**src/f2_pkg.sv**
```systemverilog
package f2_pkg;

    ////////////////////////////////////////////////////////////////////////////
    // CPU bus widths

    // Word address covers byte address bits 23 to 1
    localparam int ADDR_W = 23;
    localparam int DATA_W = 16;

    typedef logic [ADDR_W-1:0] word_addr_t;
    typedef logic [DATA_W-1:0] bus_data_t;

    ////////////////////////////////////////////////////////////////////////////
    // Memory map

    // Work RAM, 64 KB
    localparam logic [23:0] WORK_BASE = 24'h100000;
    localparam int          WORK_AW   = 15;

    // Colour RAM, 4096 entries
    localparam logic [23:0] COLOR_BASE = 24'h200000;
    localparam int          COLOR_AW   = 12;

    // Player inputs and DIP switches
    localparam logic [23:0] IO_BASE = 24'h300000;
    localparam int          IO_AW   = 3;

    ////////////////////////////////////////////////////////////////////////////
    // Interrupts

    localparam logic [2:0] FC_IACK   = 3'b111;
    localparam logic [2:0] VBL_LEVEL = 3'd5;
    localparam logic [2:0] DMA_LEVEL = 3'd6;

    ////////////////////////////////////////////////////////////////////////////
    // Types

    typedef enum logic [2:0] {
        REGION_NONE,
        REGION_WORK,
        REGION_COLOR,
        REGION_IO,
        REGION_IACK
    } bus_region_t;

    typedef enum logic [1:0] {
        BUS_IDLE,
        BUS_FETCH,
        BUS_ACK
    } bus_state_t;

    typedef struct packed {
        logic [7:0] r;
        logic [7:0] g;
        logic [7:0] b;
    } rgb_t;

endpackage
```
**src/f2_interrupts.sv**
```systemverilog
`timescale 1ns/1ps

module f2_interrupts import f2_pkg::*; (
    input  logic       clk,
    input  logic       reset,

    input  logic       vblank_n,
    input  logic       dma_done,

    input  logic       iack_access,
    input  logic [2:0] addr,

    output logic [2:0] ipl_n
);

    logic vbl_prev;
    logic dma_prev;
    logic vbl_pending;
    logic dma_pending;
    logic vbl_edge;
    logic dma_edge;

    assign vbl_edge = vbl_prev && !vblank_n;
    assign dma_edge = !dma_prev && dma_done;

    always_ff @(posedge clk) begin
        vbl_prev <= vblank_n;
        dma_prev <= dma_done;
    end

    ////////////////////////////////////////////////////////////////////////////
    // Pending levels

    always_ff @(posedge clk) begin
        if (reset) begin
            vbl_pending <= 1'b0;
            dma_pending <= 1'b0;
        end else begin
            if (vbl_edge) begin
                vbl_pending <= 1'b1;
            end
            if (dma_edge) begin
                dma_pending <= 1'b1;
            end

            // Acknowledge wins over a new edge in the same clock
            if (iack_access && addr == VBL_LEVEL) begin
                vbl_pending <= 1'b0;
            end
            if (iack_access && addr == DMA_LEVEL) begin
                dma_pending <= 1'b0;
            end
        end
    end

    // Highest level first
    always_ff @(posedge clk) begin
        if (reset) begin
            ipl_n <= 3'b111;
        end else if (dma_pending) begin
            ipl_n <= ~DMA_LEVEL;
        end else if (vbl_pending) begin
            ipl_n <= ~VBL_LEVEL;
        end else begin
            ipl_n <= 3'b111;
        end
    end

endmodule

```
**config.mk**
```make
export PLATFORM = sky130hd
export DESIGN_NAME = f2_interrupts
export DESIGN_NICKNAME = d
export VERILOG_FILES = /design/src/f2_pkg.sv /design/src/f2_interrupts.sv
export SDC_FILE = /design/constraint.sdc
export NUM_CORES = 1
export LEC_CHECK = 0
export ABC_CLOCK_PERIOD_IN_PS = 1300
export BUFFER_PORTS_ARGS = -buffer_cell sky130_fd_sc_hd__buf_4
export CAP_MARGIN = 20
export CORE_AREA = 2 2 39 41
export CTS_CLUSTER_DIAMETER = 100
export DETAILED_ROUTE_END_ITERATION = 8
export DIE_AREA = 0 0 41 43
export SLEW_MARGIN = 20
export SYNTH_ARGS = -nofsm -noshare
export SYNTH_HDL_FRONTEND = slang
export SYNTH_SLANG_ARGS = --single-unit
```
**constraint.sdc**
```tcl
create_clock -name clk -period 1.3 [get_ports clk]
set_input_delay 0.26 -clock clk [delete_from_list [all_inputs] [get_ports clk]]
set_output_delay 0.26 -clock clk [all_outputs]
set_load 0.02 [all_outputs]
```
* Word-level counts from Yosys, hierarchy flattened
Cells that the tools add are included.
** Storage, ports and cells
- Register bits after elaboration :: 7
- Bits of input ports :: 8
** Cells by class
- Equal/unequal tests :: 2
- Multiplexer cells :: 2
- Reduce and logical (&&, ||, !) cells :: 9
** Operators by type and width (count)
- $eq 3x3->1 const B :: 2
- $mux 3 :: 2
- $reduce_or 2->1 :: 3
- $logic_and 1x1->1 :: 4
- $logic_not 1->1 :: 2

* Logic depth before layout (Yosys ltp)
Gate-level depths: netlist of the first run.
- Depth in word-level cells :: 3
- Gate-level depth with buffers :: 2
- Mapped depth without buffers :: 2

* Least setup slack after synthesis of the first run
Ideal clock, no wire load.
- Path kind :: register to register
- Start :: reg vbl_pending
- End :: reg ipl_n[0]
- Data arrival time :: 0.663 ns
- Data required time :: 1.173 ns
- Setup slack :: 0.511 ns
- Cell stages (with the launch flop) :: 3
- Path buffers :: 0
- Clock period less this slack :: 0.789 ns
- Path through :: dfxtp_1 > inv_1 > or3_1
** Between the ends
- Longest elaborated chain between the ends :: 1
** RTL lines
- from (decl) :: RTL line f2_interrupts.sv:18 : logic vbl_pending;
- from (signal assigned) :: RTL line f2_interrupts.sv:36 : vbl_pending <= 1'b0;
- from (signal assigned) :: RTL line f2_interrupts.sv:40 : vbl_pending <= 1'b1;
- from (signal assigned) :: RTL line f2_interrupts.sv:48 : vbl_pending <= 1'b0;
- $mux 3 :: RTL line f2_interrupts.sv:62 : end else if (vbl_pending) begin
- to (signal assigned) :: RTL line f2_interrupts.sv:61 : ipl_n <= ~DMA_LEVEL;
- to (signal assigned) :: RTL line f2_interrupts.sv:63 : ipl_n <= ~VBL_LEVEL;
- to (decl) :: RTL line f2_interrupts.sv:13 : output logic [2:0] ipl_n
Every way passes these cells.
A chain may end at the register's enable or synchronous reset.

* Final worst setup path of the first run
- Start :: reg ipl_n[2]
- End :: out ipl_n[2]
No word-level cell between the ends.

==> impl_results.html, run 1 <==
<table>
<tr><th>Metric</th><th>Value</th></tr>
<tr><th colspan="2">Status</th></tr>
<tr><td>Result of the run</td><td>completed</td></tr>
<tr><th colspan="2">STA</th></tr>
<tr><td>Clock Skew</td><td>0.00133 ns</td></tr>
<tr><td>Final min period</td><td>0.944 ns</td></tr>
<tr><td>Setup repair after global routing missed its margin</td><td>no</td></tr>
<tr><td>Max Freq</td><td>1060 MHz</td></tr>
<tr><td>Part of the cycle the worst path needs</td><td>72.6%</td></tr>
<tr><td>Final WS setup</td><td>0.356 ns</td></tr>
<tr><td>Final max-slew violation count</td><td>0</td></tr>
<tr><td>Final hold vios</td><td>0</td></tr>
<tr><td>Setup_tns</td><td>0 ns</td></tr>
<tr><td>Worst max-slew margin expressed relative to the limit</td><td>89.1%</td></tr>
<tr><td>Final hold slack</td><td>0.118 ns</td></tr>
<tr><td>Setup-failing EPs final</td><td>0</td></tr>
<tr><td>Actual slew at the worst max-slew pin</td><td>0.163 ns</td></tr>
<tr><th colspan="2">Clock network</th></tr>
<tr><td>Inserted Clock Buffers</td><td>3</td></tr>
<tr><td>Number of setup buffers added after CTS</td><td>0</td></tr>
<tr><td>Hold-fix buffers at CTS</td><td>0</td></tr>
<tr><td>Root buf cell</td><td>clkbuf_4</td></tr>
<tr><td>Clock latency reported for the late side of the worst-skew pair</td><td>0.25 ns</td></tr>
<tr><td>Post-cts repair resize count</td><td>0</td></tr>
<tr><td>H-tree depth</td><td>1</td></tr>
<tr><td>Clock sink total</td><td>7</td></tr>
<tr><td>Clock-pin slew on the worst setup and hold paths</td><td>0.05 ns</td></tr>
<tr><td>Maximum clock insertion buffer count</td><td>2</td></tr>
<tr><td>Clock tree from TritonCTS</td><td>done</td></tr>
<tr><th colspan="2">Yosys</th></tr>
<tr><td>Synthesized netlist cell count</td><td>18</td></tr>
<tr><td>Top cells by area in the synthesized netlist</td><td>dfxtp_1, and4b_1, nand2b_1</td></tr>
<tr><td>Share of Yosys cell area claimed by the top area cell type</td><td>65.1%</td></tr>
<tr><td>Register area share after synthesis</td><td>65.1%</td></tr>
<tr><td>Number of distinct library cell variants in the gate-level netlist after synthesis</td><td>7</td></tr>
<tr><td>Register bit count reported by yosys</td><td>7</td></tr>
<tr><td>Mean Syn Cell Area</td><td>12.0 um2</td></tr>
<tr><td>Synthesized netlist net count</td><td>26</td></tr>
<tr><td>Ys Warns</td><td>0</td></tr>
<tr><td>Netlist area before placement</td><td>215 um2</td></tr>
<tr><td>Post-synthesis cell type with the largest combined area</td><td>dfxtp_1</td></tr>
<tr><th colspan="2">Placed design</th></tr>
<tr><td>Setup slack after placement</td><td>0.453 ns</td></tr>
<tr><td>Routability-driven placement congestion ratio</td><td>0.595</td></tr>
<tr><td>Buffers on Ports</td><td>10</td></tr>
<tr><th colspan="2">Floorplan</th></tr>
<tr><td>Row count</td><td>14</td></tr>
<tr><td>Total core area</td><td>0.00138 mm2</td></tr>
<tr><td>Vertical extent of the die</td><td>43 um</td></tr>
<tr><td>Overall die area</td><td>0.00176 mm2</td></tr>
<tr><td>Horiz. Die Dim</td><td>41 um</td></tr>
<tr><td>Initial Util</td><td>15.6%</td></tr>
<tr><td>Num ports</td><td>11</td></tr>
<tr><th colspan="2">Cells and area</th></tr>
<tr><td>Utilization after layout</td><td>24.3%</td></tr>
<tr><td>Fraction of final layout cells sized beyond drive strength 1</td><td>40.6%</td></tr>
<tr><td>Area growth from synthesis to layout</td><td>56.4%</td></tr>
<tr><td>Multi-input logic area</td><td>67.6 um2</td></tr>
<tr><td># diodes</td><td>0</td></tr>
<tr><td>Leading cell type in the layout, fill and taps excluded</td><td>buf_4</td></tr>
<tr><td>Number of fill cells in the layout</td><td>159</td></tr>
<tr><td>Net count of the finished layout</td><td>41</td></tr>
<tr><td>Sequential cell area</td><td>140 um2</td></tr>
<tr><td>Commonest non-fill, non-tap cells in the layout</td><td>buf_4, dfxtp_1, nand2b_1, clkbuf_4</td></tr>
<tr><th colspan="2">Global routing</th></tr>
<tr><td>Pin count of the biggest net entering global routing</td><td>6</td></tr>
<tr><td>Global routing usage on met2</td><td>5.94%</td></tr>
<tr><td>Grt met1 use</td><td>5.18%</td></tr>
<tr><td>Number of global-route vias before repair</td><td>146</td></tr>
<tr><td>GRT overflow</td><td>0</td></tr>
<tr><td>Global Route met3 Usage</td><td>7.85%</td></tr>
<tr><td>Layer with the highest usage</td><td>met3</td></tr>
<tr><td>Number of antenna violations at the first check in global routing</td><td>0</td></tr>
<tr><td>Overall routing resource usage</td><td>5.63%</td></tr>
<tr><td>Wire length of the first global-routing pass</td><td>558 um</td></tr>
<tr><th colspan="2">Critical path</th></tr>
<tr><td>Crit-path cells</td><td>buf_4</td></tr>
<tr><td>Sort of element at the start of the critical path</td><td>register</td></tr>
<tr><td>Critical path's top delay family</td><td>flip-flops</td></tr>
<tr><td>Critical Setup Path Class</td><td>register to output port</td></tr>
<tr><td>Slowest-stage cell, CP</td><td>dfxtp_1</td></tr>
<tr><td>Critical path peak fanout</td><td>1</td></tr>
<tr><td>CP Capture Type</td><td>output port</td></tr>
<tr><td>Number of buffer and inverter instances along the worst setup path</td><td>1</td></tr>
<tr><td>Critical Path RT</td><td>1.04 ns</td></tr>
<tr><td>Arr. time, crit path</td><td>0.68 ns</td></tr>
<tr><td>Crit-path max cell delay</td><td>0.29 ns</td></tr>
<tr><th colspan="2">Power</th></tr>
<tr><td>Peak ir drop on the vdd network</td><td>545 uV</td></tr>
<tr><td>Power Density</td><td>1400 mW/mm2</td></tr>
<tr><td>Leakage</td><td>0.150 nW</td></tr>
<tr><th colspan="2">Routing</th></tr>
<tr><td>Drt total wl</td><td>337 um</td></tr>
<tr><td>Detailed-route DRC error count</td><td>0</td></tr>
<tr><td>Total via count after detailed routing</td><td>170</td></tr>
<tr><td>Routed wirelength normalized by instance count</td><td>7.02 um</td></tr>
<tr><td>Routed vias/inst</td><td>3.54</td></tr>
<tr><td>Post-route ant nets</td><td>0</td></tr>
<tr><td>Pre-antenna DRT Iters</td><td>2</td></tr>
<tr><td>Number of DRC markers after the initial detailed-route iteration</td><td>1</td></tr>
<tr><th colspan="2">Min path</th></tr>
<tr><td>Class of the most critical hold timing path</td><td>primary input to register</td></tr>
<tr><th colspan="2">Job</th></tr>
<tr><td>Max-capacitance violation count</td><td>0</td></tr>
</table>
==> power breakdown <==
part / leakage (nW) / internal [mW] / switching (mW)
registers: 0.0581 / 0.228 / 0.00441
logic: 0.0766 / 0.0271 / 0.0174
clock network: 0.0150 / 0.117 / 0.0779
==> metrics by stage <==
| stage | power, mW | area [um2] | std cells |
|---|---|---|---|
| floorplan | 0.254 | 215 | 18 |
| global placement | 0.281 | 310 | 44 |
| detailed placement | 0.282 | 310 | 44 |
| CTS | 0.483 | 337 | 48 |
| global route | 0.497 | 337 | 48 |
| finish | 0.471 | 337 | 48 |
==> metal layers <==
metal,wire length [um],share of wire (%),vias up
met1,123,36,68
met2,144,43,12
met3,69,20,0
met4,0,0,0
li1,-,-,90
met5,0,0,-
==> registers in the layout, indices dropped and copies added (netlist names) <==
register     count
ipl_n            3
dma_pending      1
dma_prev         1
vbl_pending      1
vbl_prev         1
==> logic make-up after synthesis <==
group                  Yosys count  share of synthesized area [%]
flip-flops                       7                           65.1
AND/OR/NAND/NOR                  6                           20.9
AO/OA/AOI/OAI                    3                           10.5
buffers and inverters            2                           3.49
==> Yosys cell counts <==
master	n
a211oi_1	2
and4b_1	2
dfxtp_1	7
inv_1	2
nand2b_1	3
o21bai_1	1
or3_1	1
==> final timing paths <==
| check | from | endpoint | slack (ns) | depth (start not counted) |
|---|---|---|---|---|
| worst min register to register | dma_pending | ipl_n[1] | 0.42 | 1 |
| worst max register to register | vbl_pending | ipl_n[0] | 0.48 | 2 |
| worst min-delay path | vblank_n | vbl_prev | 0.12 | 1 |
| worst max-delay path | ipl_n[2] | ipl_n[2] | 0.36 | 1 |
==> layout make-up <==
type,count,share of cell area [%]
Clock buffer,4,7.81
Inverter,2,2.23
Multi-Input combinational cell,9,20.1
Sequential cell,7,41.6
Tap cell,16,5.95
Timing Repair Buffer,10,22.3
Note: power is estimated with default switching activity, not from simulation.
==> inputs of run 2 (changes only) <==
--- a/config.mk
+++ b/config.mk
@@ -5,7 +5,7 @@
 export SDC_FILE = /design/constraint.sdc
 export NUM_CORES = 1
 export LEC_CHECK = 0
-export ABC_CLOCK_PERIOD_IN_PS = 1300
+export ABC_CLOCK_PERIOD_IN_PS = 800
 export BUFFER_PORTS_ARGS = -buffer_cell sky130_fd_sc_hd__buf_4
 export CAP_MARGIN = 20
 export CORE_AREA = 2 2 39 41
==> constraint.sdc (replaced) <==
create_clock -name clk -period 0.8 [get_ports clk]
set_input_delay 0.16 -clock clk [delete_from_list [all_inputs] [get_ports clk]]
set_output_delay 0.16 -clock clk [all_outputs]
set_load 0.02 [all_outputs]
==> impl_results.html, run 2 (synthesized netlist as in run 1, its figures left out) <==
<table>
<tr><th>Metric</th><th>Value</th></tr>
<tr><th colspan="2">Critical path</th></tr>
<tr><td>Critical Setup Path Class</td><td>register to output port</td></tr>
<tr><td>Critical path's top delay family</td><td>flip-flops</td></tr>
<tr><td>Critical path peak fanout</td><td>1</td></tr>
<tr><td>Crit-path cells</td><td>buf_6</td></tr>
<tr><td>Sort of element at the start of the critical path</td><td>register</td></tr>
<tr><td>CP Capture Type</td><td>output port</td></tr>
<tr><td>Number of buffer and inverter instances along the worst setup path</td><td>1</td></tr>
<tr><td>Arr. time, crit path</td><td>0.68 ns</td></tr>
<tr><td>Critical Path RT</td><td>0.64 ns</td></tr>
<tr><td>Slowest-stage cell, CP</td><td>dfxtp_2</td></tr>
<tr><td>Worst-case register-to-register setup slack</td><td>0.02 ns</td></tr>
<tr><td>Crit-path max cell delay</td><td>0.31 ns</td></tr>
<tr><th colspan="2">Cells and area</th></tr>
<tr><td>Leading cell type in the layout, fill and taps excluded</td><td>buf_4</td></tr>
<tr><td>Area growth from synthesis to layout</td><td>77.9%</td></tr>
<tr><td># diodes</td><td>0</td></tr>
<tr><td>Non-Filler Instances</td><td>51</td></tr>
<tr><td>Number of fill cells in the layout</td><td>156</td></tr>
<tr><td>Biggest register</td><td>ipl_n</td></tr>
<tr><td>Number of flip-flops in the largest register</td><td>3</td></tr>
<tr><td>Fraction of final layout cells sized beyond drive strength 1</td><td>60.0%</td></tr>
<tr><td>Commonest non-fill, non-tap cells in the layout</td><td>buf_4, dfxtp_2</td></tr>
<tr><td>Net count of the finished layout</td><td>44</td></tr>
<tr><th colspan="2">STA</th></tr>
<tr><td>Part of the cycle the worst path needs</td><td>105%</td></tr>
<tr><td>Max Freq</td><td>1190 MHz</td></tr>
<tr><td>Worst max-slew margin expressed relative to the limit</td><td>89.1%</td></tr>
<tr><td>Setup repair after global routing missed its margin</td><td>yes</td></tr>
<tr><td>Clock Skew</td><td>0.00158 ns</td></tr>
<tr><td>Final hold vios</td><td>0</td></tr>
<tr><td>Final hold slack</td><td>0.0240 ns</td></tr>
<tr><td>Final min period</td><td>0.838 ns</td></tr>
<tr><td>Setup-failing EPs final</td><td>3</td></tr>
<tr><td>Final WS setup</td><td>-0.0377 ns</td></tr>
<tr><td>Final max-slew violation count</td><td>0</td></tr>
<tr><td>Actual slew at the worst max-slew pin</td><td>0.163 ns</td></tr>
<tr><th colspan="2">Power</th></tr>
<tr><td>Peak ir drop on the vdd network</td><td>998 uV</td></tr>
<tr><td>Leakage</td><td>0.169 nW</td></tr>
<tr><td>Power Density</td><td>2070 mW/mm2</td></tr>
<tr><th colspan="2">Floorplan</th></tr>
<tr><td>Vertical extent of the die</td><td>43 um</td></tr>
<tr><td>Horiz. Die Dim</td><td>41 um</td></tr>
<tr><td>Initial Util</td><td>15.6%</td></tr>
<tr><td>Row count</td><td>14</td></tr>
<tr><td>Num ports</td><td>11</td></tr>
<tr><td>Overall die area</td><td>0.00176 mm2</td></tr>
<tr><td>Total core area</td><td>0.00138 mm2</td></tr>
<tr><th colspan="2">Placed design</th></tr>
<tr><td>Instance count after placement with tap cells included</td><td>46</td></tr>
<tr><td>Routability-driven placement congestion ratio</td><td>0.663</td></tr>
<tr><td>Buffers on Ports</td><td>10</td></tr>
<tr><th colspan="2">Clock network</th></tr>
<tr><td>Clock-pin slew on the worst setup and hold paths</td><td>0.05 ns</td></tr>
<tr><td>H-tree depth</td><td>1</td></tr>
<tr><td>Maximum clock insertion buffer count</td><td>2</td></tr>
<tr><td>Inserted Clock Buffers</td><td>3</td></tr>
<tr><td>Clock latency reported for the late side of the worst-skew pair</td><td>0.25 ns</td></tr>
<tr><td>Clock sink total</td><td>7</td></tr>
<tr><td>Root buf cell</td><td>clkbuf_4</td></tr>
<tr><td>Clock tree from TritonCTS</td><td>done</td></tr>
<tr><th colspan="2">Global routing</th></tr>
<tr><td>Number of antenna violations at the first check in global routing</td><td>0</td></tr>
<tr><td>GRT overflow</td><td>0</td></tr>
<tr><td>Wire length of the first global-routing pass</td><td>614 um</td></tr>
<tr><td>Number of global-route vias before repair</td><td>153</td></tr>
<tr><td>Pin count of the biggest net entering global routing</td><td>6</td></tr>
<tr><td>Overall routing resource usage</td><td>6.04%</td></tr>
<tr><th colspan="2">Status</th></tr>
<tr><td>Result of the run</td><td>finished, violations left</td></tr>
<tr><td>Violated checks</td><td>negative setup slack</td></tr>
<tr><th colspan="2">Routing</th></tr>
<tr><td>Routed vias/inst</td><td>3.61</td></tr>
<tr><td>Pre-antenna DRT Iters</td><td>2</td></tr>
<tr><td>Routed wirelength normalized by instance count</td><td>7.51 um</td></tr>
<tr><td>Number of DRC markers after the initial detailed-route iteration</td><td>2</td></tr>
<tr><td>Post-route ant nets</td><td>0</td></tr>
<tr><td>Total via count after detailed routing</td><td>184</td></tr>
<tr><td>Detailed-route DRC error count</td><td>0</td></tr>
<tr><td>Drt total wl</td><td>383 um</td></tr>
<tr><th colspan="2">Job</th></tr>
<tr><td>Max-capacitance violation count</td><td>0</td></tr>
<tr><th colspan="2">Min path</th></tr>
<tr><td>Class of the most critical hold timing path</td><td>primary input to register</td></tr>
</table>
[run 2: layout make-up]
| type | instances | area, um2 | area share (%) |
|---|---|---|---|
| sequential | 7 | 145 | 37.9 |
| timing repair buffer | 13 | 111 | 29.1 |
| multi-input combinational | 9 | 72.6 | 19.0 |
| clock buffer | 4 | 26.3 | 6.86 |
| tap | 16 | 20.0 | 5.23 |
| inverter | 2 | 7.51 | 1.96 |
[run 2: worst paths after layout]
check | startpoint | endpoint | depth (start not counted)
worst max register to register | dma_pending | ipl_n[0] | 1
worst min register to register | vbl_pending | ipl_n[2] | 1
worst max-delay path | ipl_n[0] | ipl_n[0] | 1
worst min-delay path | dma_done | dma_prev | 1
[run 2: where the power goes]
group	switching, mW	total [mW]	internal, mW
logic	0.0343	0.0961	0.0618
clock network	0.126	0.316	0.190
registers	0.00772	0.380	0.372
total	0.168	0.792	0.624
[run 2: metrics by stage]
stage	instance area (um2)	total power, mW	setup WS (ns)	TNS, ns	utilization (%)
floorplan	215	0.413	0.0105	0	-
global placement	325	0.466	0.00595	0	23.5
detailed placement	325	0.468	-0.0227	-0.0227	23.5
CTS	368	0.804	-0.0491	-0.137	26.6
global route	383	0.855	-0.0647	-0.214	27.7
finish	383	0.792	-0.0377	-0.105	27.7
[run 2: layer usage]
metal  wire (um)  vias up  global-route usage, %  part of all wire, %
li1            -       95                      -                    -
met1         151       77                   5.50                   39
met2         178       12                   6.88                   46
met3          52        0                   7.85                   14
met4           0        0                   4.00                    0
met5           0        -                      0                    0
[run 2: repair_timing]
action                                 CTS  global route
endpoints found under the hold margin    0             1
hold buffers                             0             1
buffers inserted                         0             0
pin swaps                                1             0
gates resized for setup                  7             2
cloned                                   0             0
setup endpoints to repair                4             5
